### config.mk
export PLATFORM = sky130hd
export DESIGN_NAME = portalTop
export DESIGN_NICKNAME = d
export VERILOG_FILES = /design/src/logic/portalPkg.sv /design/src/logic/burstDecode.sv /design/src/logic/portalExecute.sv /design/src/logic/portalResult.sv /design/src/logic/portalTop.sv
export VERILOG_INCLUDE_DIRS = /design/src /design/src/logic
export SDC_FILE = /design/constraint.sdc
export NUM_CORES = 1
export LEC_CHECK = 0
export BUFFER_PORTS_ARGS = -buffer_cell sky130_fd_sc_hd__buf_4
export CAP_MARGIN = 20
export CORE_UTILIZATION = 45
export CTS_BUF_LIST = sky130_fd_sc_hd__clkbuf_16
export DETAILED_ROUTE_END_ITERATION = 12
export PLACE_DENSITY_LB_ADDON = 0.25
export SLEW_MARGIN = 20
export SYNTH_ARGS = -nofsm -noshare
export SYNTH_HDL_FRONTEND = slang
export SYNTH_HIERARCHICAL = 1
export SYNTH_SLANG_ARGS = --single-unit
### constraint.sdc
create_clock -name CLK -period 5.3 [get_ports CLK]
set_clock_uncertainty 0.1 [all_clocks]
set_input_delay 0.53 -clock CLK [delete_from_list [all_inputs] [get_ports CLK]]
set_output_delay 0.53 -clock CLK [all_outputs]
set_load 0.01 [all_outputs]
### src/logic/portal_config.svh
`ifndef PORTAL_CONFIG_SVH
`define PORTAL_CONFIG_SVH

// Bus field widths
`define PORTAL_ADDR_W 32
`define PORTAL_ID_W 6
`define PORTAL_LEN_W 4
`define PORTAL_DATA_W 32

// Loopback queue entries
`define PORTAL_QUEUE_DEPTH 4

// Control page constants
`define PORTAL_ID 5
`define PORTAL_FILLER 32'h005A05A0

`endif

### src/logic/portalPkg.sv
`include "portal_config.svh"

package portalPkg;

  typedef logic [`PORTAL_ADDR_W-1:0] axiAddrT;
  typedef logic [`PORTAL_ID_W-1:0] axiIdT;
  typedef logic [`PORTAL_LEN_W-1:0] burstLenT;
  typedef logic [`PORTAL_DATA_W-1:0] wordT;

  // Word index within a 32-byte page
  typedef logic [2:0] regIdxT;

  // Holds 0 to QUEUE_DEPTH entries
  typedef logic [2:0] queueCountT;

  // One word beat split out of a burst
  typedef struct packed {
    logic   ctrlPage;
    regIdxT regIdx;
    axiIdT  id;
    logic   last;
  } beatT;

  typedef struct packed {
    wordT  data;
    axiIdT id;
    logic  last;
  } readRspT;

  typedef struct packed {
    axiIdT id;
  } writeRspT;

endpackage

### src/logic/burstDecode.sv
`timescale 1ns/1ps

module burstDecode
  import portalPkg::*;
(
  input  logic     CLK,
  input  logic     RST_N,
  input  logic     addrValid,
  output logic     addrReady,
  input  axiAddrT  addr,
  input  axiIdT    id,
  input  burstLenT len,
  output logic     beatValid,
  input  logic     beatReady,
  output beatT     beat
);

  typedef enum logic {
    stateIdle,
    stateBusy
  } stateT;

  stateT    state;
  logic     ctrlPage;
  regIdxT   regIdx;
  axiIdT    burstId;
  burstLenT remaining;
  logic     addrFire;
  logic     beatFire;

  assign addrReady = (state == stateIdle);
  assign beatValid = (state == stateBusy);
  assign addrFire  = addrValid && addrReady;
  assign beatFire  = beatValid && beatReady;

  always_ff @(posedge CLK) begin
    if (!RST_N) begin
      state <= stateIdle;
    end else if (addrFire) begin
      state <= stateBusy;
    end else if (beatFire && beat.last) begin
      state <= stateIdle;
    end
  end

  // Burst context, loaded at the address handshake
  always_ff @(posedge CLK) begin
    if (addrFire) begin
      ctrlPage  <= (addr[11:5] == 7'd0);
      regIdx    <= addr[4:2];
      burstId   <= id;
      remaining <= len;
    end else if (beatFire) begin
      // Index wraps within the page
      regIdx    <= regIdx + regIdxT'(1);
      remaining <= remaining - burstLenT'(1);
    end
  end

  assign beat.ctrlPage = ctrlPage;
  assign beat.regIdx   = regIdx;
  assign beat.id       = burstId;
  assign beat.last     = (remaining == '0);

endmodule

### src/logic/portalExecute.sv
`timescale 1ns/1ps

`include "portal_config.svh"

module portalExecute
  import portalPkg::*;
(
  input  logic     CLK,
  input  logic     RST_N,
  input  logic     rdBeatValid,
  output logic     rdBeatReady,
  input  beatT     rdBeat,
  input  logic     wrBeatValid,
  output logic     wrBeatReady,
  input  beatT     wrBeat,
  input  logic     wValid,
  output logic     wReady,
  input  wordT     wData,
  output logic     rdRspValid,
  output readRspT  rdRsp,
  input  logic     rdSpace,
  output logic     wrRspValid,
  output writeRspT wrRsp,
  input  logic     wrSpace,
  output logic     irq
);

  localparam int QueueDepth = `PORTAL_QUEUE_DEPTH;
  localparam int QueuePtrW  = $clog2(QueueDepth);

  wordT       wBuf [2];
  logic       wHead;
  logic       wTail;
  logic [1:0] wCount;
  logic       stageValid;
  wordT       stageData;

  wordT                 queueMem [QueueDepth];
  logic [QueuePtrW-1:0] queueHead;
  logic [QueuePtrW-1:0] queueTail;
  queueCountT           queueCount;
  logic                 queueEmpty;
  logic                 queueFull;
  logic                 queuePush;
  logic                 queuePop;

  logic intEnable;
  logic rdFire;
  logic wrFire;
  wordT rdValue;

  // Write data staging
  assign wReady     = (wCount != 2'd2);
  assign stageValid = (wCount != 2'd0);
  assign stageData  = wBuf[wHead];

  always_ff @(posedge CLK) begin
    if (!RST_N) begin
      wHead  <= 1'b0;
      wTail  <= 1'b0;
      wCount <= 2'd0;
    end else begin
      if (wValid && wReady) begin
        wTail <= !wTail;
      end
      if (wrFire) begin
        wHead <= !wHead;
      end
      wCount <= wCount + 2'(wValid && wReady) - 2'(wrFire);
    end
  end

  always_ff @(posedge CLK) begin
    if (wValid && wReady) begin
      wBuf[wTail] <= wData;
    end
  end

  // Beat acceptance
  assign rdBeatReady = rdSpace;
  assign rdFire      = rdBeatValid && rdBeatReady;
  assign wrBeatReady = stageValid && (wrBeat.ctrlPage || !queueFull) &&
                       (!wrBeat.last || wrSpace);
  assign wrFire      = wrBeatValid && wrBeatReady;

  // Loopback queue
  assign queueEmpty = (queueCount == '0);
  assign queueFull  = (queueCount == queueCountT'(QueueDepth));
  assign queuePush  = wrFire && !wrBeat.ctrlPage;
  assign queuePop   = rdFire && !rdBeat.ctrlPage && (rdBeat.regIdx == 3'd0) && !queueEmpty;

  always_ff @(posedge CLK) begin
    if (!RST_N) begin
      queueHead  <= '0;
      queueTail  <= '0;
      queueCount <= '0;
      intEnable  <= 1'b0;
    end else begin
      if (queuePush) begin
        queueTail <= (queueTail == QueuePtrW'(QueueDepth - 1)) ? '0 : queueTail + 1'b1;
      end
      if (queuePop) begin
        queueHead <= (queueHead == QueuePtrW'(QueueDepth - 1)) ? '0 : queueHead + 1'b1;
      end
      queueCount <= queueCount + queueCountT'(queuePush) - queueCountT'(queuePop);
      if (wrFire && wrBeat.ctrlPage && (wrBeat.regIdx == 3'd1)) begin
        intEnable <= stageData[0];
      end
    end
  end

  always_ff @(posedge CLK) begin
    if (queuePush) begin
      queueMem[queueTail] <= stageData;
    end
  end

  // Register map for reads
  always_comb begin
    rdValue = '0;
    if (rdBeat.ctrlPage) begin
      case (rdBeat.regIdx)
        3'd0:    rdValue = wordT'(!queueEmpty);
        3'd1:    rdValue = wordT'(intEnable);
        3'd2:    rdValue = wordT'(1);
        3'd3:    rdValue = wordT'(queueCount);
        3'd4:    rdValue = wordT'(`PORTAL_ID);
        3'd5:    rdValue = wordT'(1);
        default: rdValue = `PORTAL_FILLER;
      endcase
    end else if (rdBeat.regIdx == 3'd0) begin
      rdValue = queueEmpty ? '0 : queueMem[queueHead];
    end else if (rdBeat.regIdx == 3'd1) begin
      rdValue = wordT'(!queueFull);
    end
  end

  assign rdRspValid = rdFire;
  assign rdRsp.data = rdValue;
  assign rdRsp.id   = rdBeat.id;
  assign rdRsp.last = rdBeat.last;

  // One B response per burst
  assign wrRspValid = wrFire && wrBeat.last;
  assign wrRsp.id   = wrBeat.id;

  assign irq = intEnable && !queueEmpty;

endmodule

### src/logic/portalResult.sv
`timescale 1ns/1ps

module portalResult
  import portalPkg::*;
(
  input  logic     CLK,
  input  logic     RST_N,
  input  logic     rdRspValid,
  input  readRspT  rdRsp,
  output logic     rdSpace,
  input  logic     wrRspValid,
  input  writeRspT wrRsp,
  output logic     wrSpace,
  output logic     rValid,
  input  logic     rReady,
  output wordT     rData,
  output axiIdT    rId,
  output logic     rLast,
  output logic     bValid,
  input  logic     bReady,
  output axiIdT    bId
);

  logic [1:0] push;
  logic [1:0] pop;
  logic [1:0] notFull;
  logic [1:0] notEmpty;
  logic [1:0] headPtr;
  logic [1:0] tailPtr;
  readRspT    rdMem [2];
  writeRspT   wrMem [2];

  // Channel 0 carries R, channel 1 carries B
  assign push[0] = rdRspValid && notFull[0];
  assign push[1] = wrRspValid && notFull[1];
  assign pop[0]  = rValid && rReady;
  assign pop[1]  = bValid && bReady;

  for (genvar ch = 0; ch < 2; ch++) begin : gFifo
    logic       head;
    logic       tail;
    logic [1:0] count;

    always_ff @(posedge CLK) begin
      if (!RST_N) begin
        head  <= 1'b0;
        tail  <= 1'b0;
        count <= 2'd0;
      end else begin
        if (push[ch]) begin
          tail <= !tail;
        end
        if (pop[ch]) begin
          head <= !head;
        end
        count <= count + 2'(push[ch]) - 2'(pop[ch]);
      end
    end

    assign notFull[ch]  = (count != 2'd2);
    assign notEmpty[ch] = (count != 2'd0);
    assign headPtr[ch]  = head;
    assign tailPtr[ch]  = tail;
  end

  always_ff @(posedge CLK) begin
    if (push[0]) begin
      rdMem[tailPtr[0]] <= rdRsp;
    end
    if (push[1]) begin
      wrMem[tailPtr[1]] <= wrRsp;
    end
  end

  assign rdSpace = notFull[0];
  assign wrSpace = notFull[1];

  assign rValid = notEmpty[0];
  assign rData  = rdMem[headPtr[0]].data;
  assign rId    = rdMem[headPtr[0]].id;
  assign rLast  = rdMem[headPtr[0]].last;

  assign bValid = notEmpty[1];
  assign bId    = wrMem[headPtr[1]].id;

endmodule

### src/logic/portalTop.sv
`timescale 1ns/1ps

module portalTop
  import portalPkg::*;
(
  input  logic     CLK,
  input  logic     RST_N,
  input  logic     awValid,
  output logic     awReady,
  input  axiAddrT  awAddr,
  input  axiIdT    awId,
  input  burstLenT awLen,
  input  logic     wValid,
  output logic     wReady,
  input  wordT     wData,
  output logic     bValid,
  input  logic     bReady,
  output axiIdT    bId,
  input  logic     arValid,
  output logic     arReady,
  input  axiAddrT  arAddr,
  input  axiIdT    arId,
  input  burstLenT arLen,
  output logic     rValid,
  input  logic     rReady,
  output wordT     rData,
  output axiIdT    rId,
  output logic     rLast,
  output logic     irq
);

  logic     rdBeatValid;
  logic     rdBeatReady;
  beatT     rdBeat;
  logic     wrBeatValid;
  logic     wrBeatReady;
  beatT     wrBeat;
  logic     rdRspValid;
  readRspT  rdRsp;
  logic     rdSpace;
  logic     wrRspValid;
  writeRspT wrRsp;
  logic     wrSpace;

  burstDecode rdDecode (
    .CLK       (CLK),
    .RST_N     (RST_N),
    .addrValid (arValid),
    .addrReady (arReady),
    .addr      (arAddr),
    .id        (arId),
    .len       (arLen),
    .beatValid (rdBeatValid),
    .beatReady (rdBeatReady),
    .beat      (rdBeat)
  );

  burstDecode wrDecode (
    .CLK       (CLK),
    .RST_N     (RST_N),
    .addrValid (awValid),
    .addrReady (awReady),
    .addr      (awAddr),
    .id        (awId),
    .len       (awLen),
    .beatValid (wrBeatValid),
    .beatReady (wrBeatReady),
    .beat      (wrBeat)
  );

  portalExecute execute (
    .CLK         (CLK),
    .RST_N       (RST_N),
    .rdBeatValid (rdBeatValid),
    .rdBeatReady (rdBeatReady),
    .rdBeat      (rdBeat),
    .wrBeatValid (wrBeatValid),
    .wrBeatReady (wrBeatReady),
    .wrBeat      (wrBeat),
    .wValid      (wValid),
    .wReady      (wReady),
    .wData       (wData),
    .rdRspValid  (rdRspValid),
    .rdRsp       (rdRsp),
    .rdSpace     (rdSpace),
    .wrRspValid  (wrRspValid),
    .wrRsp       (wrRsp),
    .wrSpace     (wrSpace),
    .irq         (irq)
  );

  portalResult result (
    .CLK        (CLK),
    .RST_N      (RST_N),
    .rdRspValid (rdRspValid),
    .rdRsp      (rdRsp),
    .rdSpace    (rdSpace),
    .wrRspValid (wrRspValid),
    .wrRsp      (wrRsp),
    .wrSpace    (wrSpace),
    .rValid     (rValid),
    .rReady     (rReady),
    .rData      (rData),
    .rId        (rId),
    .rLast      (rLast),
    .bValid     (bValid),
    .bReady     (bReady),
    .bId        (bId)
  );

endmodule

# Yosys cells after proc, flatten, opt, wreduce, memory -nomap -nowiden
# Memories as Yosys holds them, arrays and structs flattened. A register that Yosys moved wholly into a read port is not among the register bits.
# Cells that the tools add are included.
dict set report totals {
  ff_bits 50
  ram_bits 282
  output_inout_bits 51
  word_cells 137
  n_memories 4
}
# memory depth width read_ports rd_clocked_by_memory_dff write_ports line
set memory_table {}
lappend memory_table {execute.queueMem 4 32 1 1 1 portalExecute.sv:38} ;# wordT queueMem [QueueDepth];
lappend memory_table {result.rdMem 2 39 1 1 1 portalResult.sv:30} ;# readRspT rdMem [2];
lappend memory_table {execute.wBuf 2 32 1 1 1 portalExecute.sv:31} ;# wordT wBuf [2];
lappend memory_table {result.wrMem 2 6 1 1 1 portalResult.sv:31} ;# writeRspT wrMem [2];
dict set report classes {
  add_sub_neg 14
  n_eq_ne 12
  muxes 35
  bitwise 2
  reduce_logical 47
}
# operator count
set ops {}
lappend ops {{one-hot mux 23 bit (5 select lines)} 1}
lappend ops {{two-way mux 32 bit} 3}
lappend ops {{logical AND 1 bit} 20}
lappend ops {{two-way mux 1 bit} 19}
lappend ops {{two-way mux 4 bit} 4}
lappend ops {{zero test 7 bit} 2}
lappend ops {{nonzero test 2 bit} 7}
lappend ops {{two-way mux 3 bit} 4}
lappend ops {{zero test 1 bit} 11}
lappend ops {{equality test 3 bit, second input constant} 3}
lappend ops {{zero test 4 bit} 2}
lappend ops {{two-way mux 2 bit} 4}
lappend ops {{subtractor 4 x 1 -> 4 bit, second input constant} 2}
lappend ops {{adder 2 x 1 -> 2 bit} 3}
lappend ops {{adder 3 x 1 -> 3 bit, second input constant} 2}
lappend ops {{equality test 3 x 1 -> 1 bit, second input constant} 2}
lappend ops {{equality test 3 x 2 -> 1 bit, second input constant} 2}
lappend ops {{zero test 3 bit} 2}
lappend ops {{inequality test 2 bit, second input constant} 3}
lappend ops {{subtractor 2 x 1 -> 2 bit} 3}
lappend ops {{adder 2 x 1 -> 2 bit, second input constant} 2}
lappend ops {{equality test 2 bit, second input constant} 2}
lappend ops {{adder 3 x 1 -> 3 bit} 1}
lappend ops {{subtractor 3 x 1 -> 3 bit} 1}
lappend ops {{3 further kinds} 5}

# Longest topological paths before layout
# Gate-level depths: netlist of run 1.
dict set report logic_depth {
  word_depth 10
  ltp_mapped 14
  mapped_depth_nobuf 14
}

# Hierarchy
# Netlist of run 1, hierarchy kept.
# module instances cells_per_inst area_each_um2
set modules_own_cells {}
lappend modules_own_cells {portalExecute 1 435 8179.1}
lappend modules_own_cells {portalResult 1 192 3756.1}
lappend modules_own_cells {burstDecode 2 46 696.9}

# Least setup slack after synthesis of run 1
# No wires, ideal clock.
dict set report synth_timing {
  path_kind {register -> register}
  startpoint {reg result.gFifo[0].count[0]}
  endpoint {mem result/rdMem[0][0] in the netlist's numbering, enable pin}
  setup_ps 440
  arrival_ps 2569
  required_time_ps 4760
  slack_ps 2191
  path_stages_with_launch 6
  path_cell_list {dfxtp_1 nand2b_1 nand2_1 inv_1 and2_1 nor2b_1}
}
dict set report synth_between {
  elab_chain_cells 5
}
# item line
set synth_lines {}
lappend synth_lines {{start, declared} portalResult.sv:42} ;# logic [1:0] count;
lappend synth_lines {{start signal, assigned} portalResult.sv:56} ;# count <= count + 2'(push[ch]) - 2'(pop[ch]);
lappend synth_lines {{inequality test 2 bit} portalResult.sv:60} ;# assign notFull[ch] = (count != 2'd2);
lappend synth_lines {{net rdSpace} portalTop.sv:40} ;# logic rdSpace;
lappend synth_lines {{logical AND 1 bit} portalExecute.sv:81} ;# assign rdFire = rdBeatValid && rdBeatReady;
lappend synth_lines {{net rdRspValid} portalTop.sv:38} ;# logic rdRspValid;
lappend synth_lines {{logical AND 1 bit} portalResult.sv:34} ;# assign push[0] = rdRspValid && notFull[0];
lappend synth_lines {{net result.push[0]} portalResult.sv:24} ;# logic [1:0] push;
lappend synth_lines {{two-way mux 1 bit} portalResult.sv:67} ;# if (push[0]) begin
lappend synth_lines {{two-way mux 1 bit (not written as such)} portalResult.sv:68} ;# rdMem[tailPtr[0]] <= rdRsp;
lappend synth_lines {{end, declared} portalResult.sv:30}
# The timed path passes the listed nets, and every way through them passes these cells.

==> results.txt, run 1 <==
The DRC violation count after routing is 0. The count of cells along the worst hold path is 1. The count of flip-flops with a built-in enable after synthesis came out at 310. The flip-flop and latch count after synthesis is 337. The number of cells traversed by the worst register-to-register path is 14. The initial antenna violation count came out at 0. The overall global routing resource usage came out at 15.5%.

The width of the die came out at roughly 170 µm. The startpoint type of the worst setup path is a register. The most used flip-flop cell after synthesis is sky130_fd_sc_hd__edfxtp_1. The via count of the first global-routing pass is 6,426. After technology mapping, the gate count stands at roughly 720. The routed via count divided by cell count came out at between 5 and 6.

In this run the standard cell core region covers 28,900 µm². The post-detailed-route wirelength per cell is 18.3 µm. The die is around 170 µm tall. The synthesized netlist occupies a cell area of about 13,000 µm². Across the run, the number of max-cap violations was 0. Sorting the synthesized cells by area gives the leading types as sky130_fd_sc_hd__edfxtp_1, sky130_fd_sc_hd__mux2_2, sky130_fd_sc_hd__mux4_2.

The repair_antennas step left the layout with diodes totalling 0. The TritonCTS clock tree is yes. The worst hold path class is in2reg. Buffers placed on the I/O ports in this run total 129. The root buffer cell chosen for the clock tree is sky130_fd_sc_hd__clkbuf_16. The wire length of the first global-routing pass is 35,900 µm. The leakage power figure is between 5 and 6 nW. The sum of negative setup slack is 0 ps.

The total overflow reported by the global router is 0. The total number of vias came out at about 6,400. The max-slew headroom at the worst pin came out at between 30% and 40%. The number of setup buffers added after CTS is 0. The aggregate routed wire length is between 20,000 and 25,000 µm. The count of nets after finishing came out at between 900 and 1,000.

The power density over cell area came out at around 450 nW/µm². The worst setup path is captured at a register. The number of different library cells used by synthesis comes to 52. At the pin with the least slew margin, the transition time is 945 ps.

Of the post-synthesis cell area, the dominant cell type holds between 60 and 70%. The data required time of the worst path came out at 5580 ps. The fmax came out at 0.320 GHz.

The pin count of the biggest net entering global routing is 40. The starting DRC count in detailed routing came out at 357. The endpoint identified for the worst register-to-register timing path is execute/queueCount[2]$_SDFF_PN0_. The count of final hold-check violations came out at 0. The area enclosed by the die boundary is a little over 30,000 µm². The maximum count of clock buffers along a single path is 3.

Setup violations remaining at the end of the flow were counted as 0. The I/O pin count is between 150 and 200. The final weighted congestion in routability-driven placement came out at slightly above 0.7. The flow ran to the end, and the final reports show no timing, DRC or antenna violations. The number of buffers created by CTS is 36. The half-perimeter wire length after placement is roughly 14,000 µm. For this run, the register share of the synthesized area comes to about three quarters. The number of levels in the clock H-tree came out at 2. Post-CTS repair changed the size of 0 cells. The number of warning messages in the yosys log came out at 6.

In this run the critical register-to-register path is launched from wrDecode/remaining[0]$_DFFE_PP_. The latest clock arrival within the worst-skew pair is roughly 500 ps. The worst-case IR drop observed on VDD is 0.000280 V. The biggest area contributor in the post-synthesis netlist is sky130_fd_sc_hd__edfxtp_1. The worst path uses approximately three fifths of the clock period. The number of clock sinks came out at roughly 340. The number of buffers inserted by hold repair at cts came out at 0.

The clock slew at the register clock pins of the worst setup and hold paths is roughly 60 ps. Once detail routing completed, the nets flagged for antenna violations numbered 0. The startpoint identified for the worst hold timing path is arId[4].

The detailed-router iteration count before antenna repair came out at 4. In this run the core area contains 62 standard-cell rows. The worst setup path is of the reg2reg kind. The largest fanout on the critical path came out at 5. The arrival time at the worst endpoint came out at about 3400 ps. The final-report max-slew violation count came out at 0. From synthesis to final layout, the design area changed by 17.6%. The share of flip-flops with an asynchronous set or reset after synthesis is 0%.

The worst hold path terminates at rdDecode/burstId[4]$_DFFE_PP_. The mean instance size in the synthesized netlist came out at approximately 19 µm². Power comes to a little over 7 mW. The starting density of the core came out at between 40% and 50%. In this run the register-to-register setup slack is around 2200 ps. When the netlist entered floorplanning its net count stood at 860. The fraction of layout instances using a drive strength above 1 is 37.2%.

The worst path needs about 3100 ps of the cycle, external delays included. Setup repair after global routing left no endpoint under its margin.
## worst max-delay path, stage by stage (launching register included)
cell and delay (ps):
sky130_fd_sc_hd__edfxtp_1 370, sky130_fd_sc_hd__inv_1 60, sky130_fd_sc_hd__ha_1 220, sky130_fd_sc_hd__nor3b_1 170, sky130_fd_sc_hd__nor2b_4 140, sky130_fd_sc_hd__or3_4 380, sky130_fd_sc_hd__nor2_1 220, sky130_fd_sc_hd__inv_1 80
sky130_fd_sc_hd__ha_1 270, sky130_fd_sc_hd__inv_1 40, sky130_fd_sc_hd__ha_1 180, sky130_fd_sc_hd__fa_1 390, sky130_fd_sc_hd__xnor2_1 200, sky130_fd_sc_hd__xnor2_1 140, sky130_fd_sc_hd__nor2_1 50
## power breakdown
group          internal, mW  switching [mW]  leakage [nW]  total (mW)
clock                  1.35           0.925         0.570        2.28
sequential             3.33           0.144          3.08        3.47
combinational         0.634           0.678          1.95        1.31
total                  5.31            1.75          5.60        7.06
## area by class of cell
cell class | count | area [µm²]
clock buffer | 37 | 926
clock inverter | 25 | 155
fill | 2315 | 13300
inverter | 26 | 97.6
multi-input combinational | 312 | 3130
sequential | 337 | 9850
tap | 384 | 480
timing repair buffer | 135 | 1030
## state kept, by name, indices dropped and copies added, names as in the netlist, 2 cells and up, named ones only
register,flops
execute/queueMem,128
result/rdMem,78
execute/wBuf,64
result/wrMem,12
rdDecode/burstId,6
wrDecode/burstId,6
rdDecode/remaining,4
result/gFifo.count,4
wrDecode/remaining,4
execute/queueCount,3
rdDecode/regIdx,3
wrDecode/regIdx,3
execute/queueHead,2
execute/queueTail,2
execute/wCount,2
result/gFifo.head,2
result/gFifo.tail,2
## logic make-up (layout without fill, tap and decap cells)
logic type / count (synthesis) / count (layout) / synth area share [%]
muxes: 120 / 120 / 13.1
xor gates and xnor gates: 15 / 15 / 0.986
buffers and inverters: 70 / 223 / 2.84
AOI/OAI and AO/OA: 27 / 27 / 1.39
and+or+nand+nor: 132 / 132 / 6.04
DFF: 337 / 337 / 73.9
adders and majority gates: 18 / 18 / 1.75
## Yosys cell counts (3+ instances only)
master	count
sky130_fd_sc_hd__a21oi_1	7
sky130_fd_sc_hd__and2_1	14
sky130_fd_sc_hd__and3_1	24
sky130_fd_sc_hd__buf_1	4
sky130_fd_sc_hd__buf_2	9
sky130_fd_sc_hd__buf_4	16
sky130_fd_sc_hd__buf_6	6
sky130_fd_sc_hd__clkbuf_1	9
sky130_fd_sc_hd__dfxtp_1	27
sky130_fd_sc_hd__edfxtp_1	310
sky130_fd_sc_hd__ha_1	17
sky130_fd_sc_hd__inv_1	25
sky130_fd_sc_hd__mux2_2	76
sky130_fd_sc_hd__mux2_4	10
sky130_fd_sc_hd__mux4_2	32
sky130_fd_sc_hd__nand2_1	20
sky130_fd_sc_hd__nand2b_1	3
sky130_fd_sc_hd__nand3_1	13
sky130_fd_sc_hd__nor2_1	19
sky130_fd_sc_hd__nor2b_1	4
sky130_fd_sc_hd__nor3b_1	9
sky130_fd_sc_hd__o21ai_0	6
sky130_fd_sc_hd__or4_1	3
sky130_fd_sc_hd__xnor2_1	7
sky130_fd_sc_hd__xor2_1	8
## worst max path at each step
| stage | startpoint | to | slack (ps) | cells past startpoint |
|---|---|---|---|---|
| final | wrDecode/remaining[0]$_DFFE_PP_ | execute/queueCount[2]$_SDFF_PN0_ | 2180 | 14 |
| after global routing | wrDecode/remaining[0]$_DFFE_PP_ | execute/queueCount[2]$_SDFF_PN0_ | 1920 | 14 |
| after CTS | wrDecode/remaining[0]$_DFFE_PP_ | execute/queueCount[2]$_SDFF_PN0_ | 2170 | 14 |
| after detailed placement | wrDecode/remaining[0]$_DFFE_PP_ | execute/queueCount[2]$_SDFF_PN0_ | 2190 | 14 |
| after global placement | wrDecode/remaining[0]$_DFFE_PP_ | execute/queueCount[2]$_SDFF_PN0_ | 2240 | 14 |
| after floorplan | result/gFifo[0].count[0]$_SDFF_PN0_ | result/rdMem[0][0]$_DFFE_PP_ | 2190 | 5 |
## placed cells by master, fill, tap and decap left out, types with 17 or more instances in the layout
master,instances
sky130_fd_sc_hd__ha_1,17
sky130_fd_sc_hd__clkbuf_16,37
sky130_fd_sc_hd__mux4_2,32
sky130_fd_sc_hd__mux2_2,76
sky130_fd_sc_hd__and3_1,22
sky130_fd_sc_hd__nand2_1,20
sky130_fd_sc_hd__inv_1,36
sky130_fd_sc_hd__dfxtp_1,23
sky130_fd_sc_hd__edfxtp_1,310
sky130_fd_sc_hd__nor2_1,18
sky130_fd_sc_hd__buf_4,134
## per-layer routing
layer	global-route usage, %	routed length, µm	vias up
li1	-	-	3032
met1	20.0	9820	3174
met2	26.4	11700	152
met3	2.91	1000	39
met4	4.79	477	0
met5	0	0	-
## through the flow
step                      util [%]  hold slack, ps  instances  worst slack (ps)  instance area (µm²)
after CTS                     54.1            82.2       1255              2170                15600
after detailed placement      50.3             334       1193              2190                14600
after global placement        50.3             324       1193              2240                14600
after floorplan                  -             345        719              2190                13300
after global routing          54.2            88.6       1256              1920                15700
final                         54.2             106       1256              2180                15700
Note: power is estimated with default switching activity, not from simulation.
==> run 2, diff against run 1 <==
Clock period 5.3 ns to 2.7 ns, I/O delays scaled along.
==> run 2 against run 1 <==
  * Non-clock buffer count grew 84
  * Flip-flop and latch count is the same
  * Power grew 100%
  * Utilization grew 3.4 points
  * Sequential power grew 95%
  * Critical endpoint unchanged
==> results.txt, run 2 (synthesized netlist as in run 1, its figures left out) <==
Status: complete, no violations (unchanged). The total number of vias is 6,713 (was 6,397). The via count of the first global-routing pass came out at 6,932 (was 6,426). The number of buffer and inverter stages on the critical path came out at 3 (unchanged). The leakage power figure came out at 6.02 nW (was 5.60 nW). The flip-flop count of the largest register, all copies and words added came out at 128 (unchanged).

The max-slew headroom at the worst pin came out at 64.1% (was 37.0%). The routing usage on met3 came to 2.78% (was 2.91%). The worst setup path category was reg2reg (unchanged). The final-report max-slew violation count is 0 (unchanged). The die outline height is 174 µm (unchanged). The DRC violation count after routing was 0 (unchanged). The number of antenna repair diodes came out at 0 (unchanged). The count of final hold-check violations came to 0 (unchanged). The number of input and output port buffers inserted came out at 129 (unchanged). The core region area came out at 28,900 µm² (unchanged). The layout filler cell count was 2,165 (was 2,315). The worst hold path class is in2reg (unchanged). The area taken by multi-input logic gates was 3200 µm² (was 3130 µm²). The biggest cell delay along the critical path was 380 ps (was 390 ps).

The share of total power consumed by net switching came out at 25.5% (was 24.7%). The overall power after layout is 14.2 mW (was 7.06 mW). The number of clock sinks was 337 (unchanged). The starting DRC count in detailed routing came out at 390 (was 357). The wire length of the first global-routing pass was 38,000 µm (was 35,900 µm). The power density over cell area came to 852 nW/µm² (was 450 nW/µm²).

The maximum count of clock buffers along a single path is 3 (unchanged). The share of total power in the clock network is 32.4% (was 32.2%). The commonest non-fill, non-tap cell in the layout was sky130_fd_sc_hd__edfxtp_1 (unchanged). The largest fanout on the critical path came out at 2 (was 5).

The sum of negative setup slack is 0 ps (unchanged). The share of power burned in registers came to 47.8% (was 49.2%). The final worst-path cycle share is 99.9% (was 58.9%). The half-perimeter wire length after placement is 14,300 µm (was 13,500 µm). The count of placed standard cells in the final layout, fillers left out is 1,344 (was 1,256). The slowest stage cell on the critical path is sky130_fd_sc_hd__or3_4 (was sky130_fd_sc_hd__fa_1). The starting density of the core came out at 46.1% (unchanged).

The aggregate routed wire length is 24,000 µm (was 23,000 µm). The slew at the pin closest to its max-slew limit came to 531 ps (was 945 ps). The total overflow reported by the global router is 0 (unchanged). The internal power is 10.6 mW (was 5.31 mW).

The launching instance or port of the critical path is wrDecode/remaining[1]$_DFFE_PP_ (was wrDecode/remaining[0]$_DFFE_PP_). The global routing met1 resource utilization came to 21.4% (was 20.0%). The max-capacitance violation count came out at 0 (unchanged). The final worst slack is 2.03 ps (was 2180 ps). The endpoint kind of the worst setup timing path is a register (unchanged).

The reg-to-reg setup timing slack is 2 ps (was 2180 ps). The overall global routing resource usage is 16.3% (was 15.5%). Most frequent cells in the layout: sky130_fd_sc_hd__edfxtp_1, sky130_fd_sc_hd__buf_4, sky130_fd_sc_hd__mux2_2 (unchanged). The pin count of the biggest net entering global routing is 36 (was 40). The detailed-router iteration count before antenna repair came out at 4 (unchanged).

The latest clock arrival within the worst-skew pair came to 510 ps (was 500 ps). The number of cells traversed by the worst register-to-register path is 14 (unchanged). The clock slew at the register clock pins of the worst setup and hold paths is 60 ps (about the same). The placement row count is 62 (unchanged). The area enclosed by the die boundary is 30,300 µm² (unchanged). The total area of sequential cells came out at 9850 µm² (unchanged).

The count of placed standard cells including taps came out at 1,218 (was 1,193). The data required time of the worst path is 3000 ps (was 5580 ps). The final antenna-violating net count is 0 (unchanged). The met2 usage is 27.8% (was 26.4%). The share of power burned in combinational logic is 19.8% (was 18.6%). The area growth from synthesis to layout is 25.0% (was 17.6%). The fmax came to 0.371 GHz (was 0.320 GHz). The end point of the critical path is execute/queueCount[2]$_SDFF_PN0_ (unchanged). The CTS root buffer was sky130_fd_sc_hd__clkbuf_16 (unchanged). The peak-usage layer in the global routing report is met2 (unchanged). Unrepaired setup endpoints after global routing: yes (was no). The start of the worst register-to-register path is wrDecode/remaining[1]$_DFFE_PP_ (was wrDecode/remaining[0]$_DFFE_PP_). The post-detailed-route wirelength per cell came out at 17.9 µm (was 18.3 µm). The I/O pin count came out at 174 (unchanged). The net switching power is 3.61 mW (was 1.75 mW).

The placement-stage worst setup slack is -96.0 ps (was 2190 ps). The peak supply drop came out at 0.000424 V (was 0.000280 V). Cell chain of the critical path: inv_1 > ha_4 > nor3b_4 > nor2b_4 > or3_4 > nor2_4 > inv_2 > ha_4 > inv_2 > ha_4 > fa_2 > xnor2_2 > xnor2_1 > nor2_1 (was inv_1 > ha_1 > nor3b_1 > nor2b_4 > or3_4 > nor2_1 > inv_1 > ha_1 > inv_1 > ha_1 > fa_1 > xnor2_1 > xnor2_1 > nor2_1). The initial antenna violation count came to 0 (unchanged).

In this design, the critical path's most frequently occurring cell is sky130_fd_sc_hd__ha_4. The number of levels in the clock H-tree was 2 (unchanged). The arrival time at the worst endpoint is 3000 ps (was 3410 ps). The count of nets after finishing was 1,073 (was 989). The minimum clock period after layout is 2700 ps (was 3120 ps).

The width of the die came out at 174 µm (unchanged). The routed via count divided by cell count came out at 4.99 (was 5.09). The endpoint of the worst-slack reg-to-reg timing path is execute/queueCount[2]$_SDFF_PN0_ (unchanged). The final weighted congestion in routability-driven placement is 0.714 (was 0.711). The register with the most flip-flops was execute/queueMem (unchanged). The fraction of layout instances using a drive strength above 1 came out at 38.0% (was 37.2%).

The TritonCTS clock tree is yes (unchanged). The total setup violations reported at the end of the flow came out at 0 (unchanged). The startpoint type of the worst setup path was a register (unchanged).

The number of buffers created by CTS is 36 (unchanged). The cell class contributing the biggest share of worst-path delay was adder cells (unchanged). The path length in cells of the critical path is 14 (unchanged).
run 2: cell count changes in the layout (fill, tap and decap cells not counted), sizes merged:
cell,change
buf,+24
clkinv,+5
inv,-2
clkbuf,+1
clkinvlp,+1
dlygate4sd3,+60
bufinv,-1
run 2: worst register-to-register path: stages (launching register included):
cell                       delay (ps)
sky130_fd_sc_hd__edfxtp_1         340
sky130_fd_sc_hd__inv_1             70
sky130_fd_sc_hd__ha_4             160
sky130_fd_sc_hd__nor3b_4          140
sky130_fd_sc_hd__nor2b_4          130
sky130_fd_sc_hd__or3_4            380
sky130_fd_sc_hd__nor2_4           100
sky130_fd_sc_hd__inv_2             50
sky130_fd_sc_hd__ha_4             250
sky130_fd_sc_hd__inv_2             40
sky130_fd_sc_hd__ha_4             140
sky130_fd_sc_hd__fa_2             340
sky130_fd_sc_hd__xnor2_2          140
sky130_fd_sc_hd__xnor2_1          160
sky130_fd_sc_hd__nor2_1            50
run 2: cell type report:
class / count / share of cell area (%)
clock buffer: 38 / 5.71
clock inverter: 28 / 1.05
inverter: 26 / 0.586
multi-input combinational: 312 / 19.2
sequential: 337 / 59.1
tap: 384 / 2.88
timing repair buffer: 219 / 11.4
run 2: what timing repair did:
item / CTS / global route
resized for setup: 4 / 3
setup endpoints to repair: 1 / 9
pin swaps: 4 / 0
hold buffers: 60 / 0
setup buffers: 0 / 0
hold endpoints to repair: 91 / 0
run 2: how the worst min path moves through the flow:
stage	from	depth (start not counted)	to	slack, ps
after floorplan	wData[0]	0	execute/wBuf[0][0]$_DFFE_PP_	270
after global placement	rdDecode/burstId[2]$_DFFE_PP_	0	result/rdMem[1][3]$_DFFE_PP_	320
after detailed placement	rdDecode/burstId[5]$_DFFE_PP_	0	result/rdMem[1][6]$_DFFE_PP_	330
after CTS	awAddr[2]	3	wrDecode/regIdx[0]$_DFFE_PP_	2
after global routing	awValid	3	wrDecode/beatValid$_SDFFE_PN0P_	30
final	awAddr[2]	3	wrDecode/regIdx[0]$_DFFE_PP_	9
run 2: per-layer routing:
metal	wire (µm)	up-vias
met5	0	-
met4	518	0
met3	854	40
met2	11900	151
met1	10800	3312
li1	-	3210
run 2: power by group through the flow:
stage / sequential (mW) / clock, mW / combinational [mW]
floorplan: 6.80 / 0 / 1.73
global placement: 6.87 / 0 / 2.74
detailed placement: 6.89 / 0 / 2.77
CTS: 6.79 / 4.72 / 2.86
global route: 6.84 / 4.91 / 3.08
finish: 6.78 / 4.60 / 2.82
run 2: metrics by stage:
step / cell area, µm² / utilization (%) / hold slack (ps)
detailed placement: 14900 / 51.5 / 329
CTS: 16600 / 57.5 / 1.92
floorplan: 13400 / - / 269
global placement: 14900 / 51.5 / 323
finish: 16700 / 57.6 / 9.45
global route: 16700 / 57.6 / 33.8
==> run 3, diff against run 2 <==
Settings changed: CORE_UTILIZATION 45 to 55.
Clock period 2.7 ns to 3.5 ns, I/O delays scaled along.
==> run 3 against run 2 <==
  * Sequential power decreased by 22%
  * Cell area decreased by 3.5%
  * First-iteration DRC count increased by 10%
  * Die area decreased by 18%
  * Critical path type unchanged
  * Critical endpoint unchanged
==> results.txt, run 3 (synthesized netlist as in run 1, its figures left out) <==
The pin count of the biggest net entering global routing is 40 (was 36). The power density over cell area is 671 nW/µm² (was 852 nW/µm²). The peak supply drop is 0.000398 V (was 0.000424 V). The CTS root buffer is sky130_fd_sc_hd__clkbuf_16 (unchanged).

The final worst slack came out at 291 ps (was 2.03 ps). The endpoint kind of the worst setup timing path is a register (unchanged). The total overflow reported by the global router came to 0 (unchanged). The max-slew headroom at the worst pin is 31.0% (was 64.1%). The number of input and output port buffers inserted is 129 (unchanged). The core region area is 23,600 µm² (was 28,900 µm²). The sum of negative setup slack was 0 ps (unchanged). The end point of the critical path is execute/queueCount[2]$_SDFF_PN0_ (unchanged). The cell class contributing the biggest share of worst-path delay is adder cells (unchanged). The fmax is 0.312 GHz (was 0.371 GHz). The routed via count divided by cell count is 5.46 (was 4.99). The max-capacitance violation count is 0 (unchanged). The launching instance or port of the critical path was wrDecode/remaining[0]$_DFFE_PP_ (was wrDecode/remaining[1]$_DFFE_PP_).

The final-report max-slew violation count is 0 (unchanged). The detailed-router iteration count before antenna repair is 4 (unchanged). The count of nets after finishing came to 1,039 (was 1,073).

The data required time of the worst path was 3790 ps (was 3000 ps). The clock slew at the register clock pins of the worst setup and hold paths is 60 ps (about the same). The minimum clock period after layout came to 3210 ps (was 2700 ps).

The area growth from synthesis to layout is 20.6% (was 25.0%). The total of cells resized after clock tree synthesis came out at 0 (was 4). The arrival time at the worst endpoint is 3500 ps (was 3000 ps).

The worst hold path class is in2reg (unchanged). Cell chain of the critical path: inv_1 > ha_1 > nor3b_1 > nor2b_4 > or3_4 > nor2_1 > inv_1 > ha_1 > inv_1 > ha_1 > fa_1 > xnor2_1 > xnor2_1 > nor2_1 (was inv_1 > ha_4 > nor3b_4 > nor2b_4 > or3_4 > nor2_4 > inv_2 > ha_4 > inv_2 > ha_4 > fa_2 > xnor2_2 > xnor2_1 > nor2_1). The latest clock arrival within the worst-skew pair is 520 ps (was 510 ps). The overall global routing resource usage came to 20.0% (was 16.3%). The worst setup path category is reg2reg (unchanged). The starting density of the core is 56.4% (was 46.1%). The slew at the pin closest to its max-slew limit was 1040 ps (was 531 ps).

The leakage power figure came out at 5.80 nW (was 6.02 nW). The biggest cell delay along the critical path is 390 ps (was 380 ps). Most frequent cells in the layout: sky130_fd_sc_hd__edfxtp_1, sky130_fd_sc_hd__buf_4, sky130_fd_sc_hd__mux2_2 (unchanged).

The reg-to-reg setup timing slack is 290 ps (was 2 ps). The DRC violation count after routing is 0 (unchanged). The flip-flop count of the largest register, all copies and words added was 128 (unchanged). The post-layout utilization of the core came out at 68.1% (was 57.6%). The number of antenna repair diodes is 0 (unchanged). The commonest non-fill, non-tap cell in the layout is sky130_fd_sc_hd__edfxtp_1 (unchanged). The via count of the first global-routing pass is 7,012 (was 6,932).

The area enclosed by the die boundary came out at 24,900 µm² (was 30,300 µm²). The number of clock sinks is 337 (unchanged). The half-perimeter wire length after placement is 14,600 µm (was 14,300 µm). The wire length of the first global-routing pass is 37,000 µm (was 38,000 µm). The width of the die is 158 µm (was 174 µm).

The placement-stage worst setup slack is 306 ps (was -96.0 ps). The number of buffer and inverter stages on the critical path is 3 (unchanged). The final weighted congestion in routability-driven placement is 0.770 (was 0.714).

The total number of vias came out at 6,770 (was 6,713). The final antenna-violating net count came out at 0 (unchanged). The number of cells traversed by the worst register-to-register path is 14 (unchanged). The die outline height is 158 µm (was 174 µm). The placement row count was 56 (was 62).

Status: complete, no violations (unchanged). The initial antenna violation count was 0 (unchanged). The post-detailed-route wirelength per cell is 19.4 µm (was 17.9 µm). The starting DRC count in detailed routing came to 430 (was 390).

The number of buffers inserted by hold repair at cts is 44 (was 60). The slowest stage cell on the critical path is sky130_fd_sc_hd__or3_4 (unchanged). The aggregate routed wire length was 24,000 µm (about the same). The final worst-path cycle share is 91.7% (was 99.9%). The TritonCTS clock tree is yes (unchanged).

The total setup violations reported at the end of the flow is 0 (unchanged). The endpoint of the worst-slack reg-to-reg timing path is execute/queueCount[2]$_SDFF_PN0_ (unchanged). The number of buffers created by CTS is 34 (was 36). The I/O pin count is 174 (unchanged). The start of the worst register-to-register path is wrDecode/remaining[0]$_DFFE_PP_ (was wrDecode/remaining[1]$_DFFE_PP_). Unrepaired setup endpoints after global routing: no (was yes). The count of final hold-check violations came out at 0 (unchanged). The largest fanout on the critical path was 5 (was 2). The path length in cells of the critical path came out at 14 (unchanged).

The register with the most flip-flops was execute/queueMem (unchanged). The number of levels in the clock H-tree came out at 2 (unchanged). The number of setup buffers added after CTS came out at 0 (unchanged). The fraction of layout instances using a drive strength above 1 was 35.8% (was 38.0%). The startpoint type of the worst setup path was a register (unchanged). The maximum count of clock buffers along a single path came out at 3 (unchanged).
[run 3: worst reg2reg max path, cell delays in order, from the launching register on]
cell	delay [ps]
sky130_fd_sc_hd__edfxtp_1	370
sky130_fd_sc_hd__inv_1	60
sky130_fd_sc_hd__ha_1	210
sky130_fd_sc_hd__nor3b_1	170
sky130_fd_sc_hd__nor2b_4	150
sky130_fd_sc_hd__or3_4	390
sky130_fd_sc_hd__nor2_1	250
sky130_fd_sc_hd__inv_1	80
sky130_fd_sc_hd__ha_1	280
sky130_fd_sc_hd__inv_1	40
sky130_fd_sc_hd__ha_1	190
sky130_fd_sc_hd__fa_1	380
sky130_fd_sc_hd__xnor2_1	200
sky130_fd_sc_hd__xnor2_1	160
sky130_fd_sc_hd__nor2_1	60
[run 3: stage by stage]
stage | std cells | cell area [µm²] | total power, mW | hold slack, ps
2_1_floorplan | 719 | 13300 | 6.58 | 345
6_report | 1241 | 16100 | 10.8 | 21.8
3_5_place_dp | 1136 | 14500 | 7.37 | 337
5_1_grt | 1241 | 16100 | 11.2 | 11.2
3_3_place_gp | 1136 | 14500 | 7.26 | 323
4_1_cts | 1240 | 16100 | 10.9 | 6.75
[run 3: final cells by class]
cell class | count | area (µm²)
Clock inverter | 26 | 218
Clock buffer | 34 | 851
Sequential cell | 337 | 9850
Tap cell | 319 | 399
Multi-Input combinational cell | 312 | 3120
Timing Repair Buffer | 187 | 1550
Fill cell | 1540 | 7530
Inverter | 26 | 97.6
[run 3: per-layer routing]
metal	track usage, %	vias up	part of all wire, %
met5	0	-	0
met4	6.84	0	2.5
met3	3.45	49	4.3
met2	35.8	175	52
met1	24.3	3430	41
li1	-	3116	-
[run 3: worst min path at each step]
stage,from,end,cells past startpoint
floorplan,result/gFifo[0].tail$_SDFFE_PN0P_,result/gFifo[0].tail$_SDFFE_PN0P_,2
global placement,rdDecode/burstId[2]$_DFFE_PP_,result/rdMem[0][3]$_DFFE_PP_,0
detailed placement,wrDecode/burstId[2]$_DFFE_PP_,result/wrMem[1][2]$_DFFE_PP_,0
CTS,awAddr[5],wrDecode/ctrlPage$_DFFE_PP_,2
global route,awAddr[6],wrDecode/ctrlPage$_DFFE_PP_,2
finish,awAddr[5],wrDecode/ctrlPage$_DFFE_PP_,2
[run 3: report_power, final]
group          switching [mW]  total, mW  internal, mW
Combinational            1.06       2.07          1.00
Clock                    1.44       3.45          2.00
Sequential              0.230       5.27          5.04
Total                    2.74       10.8          8.05
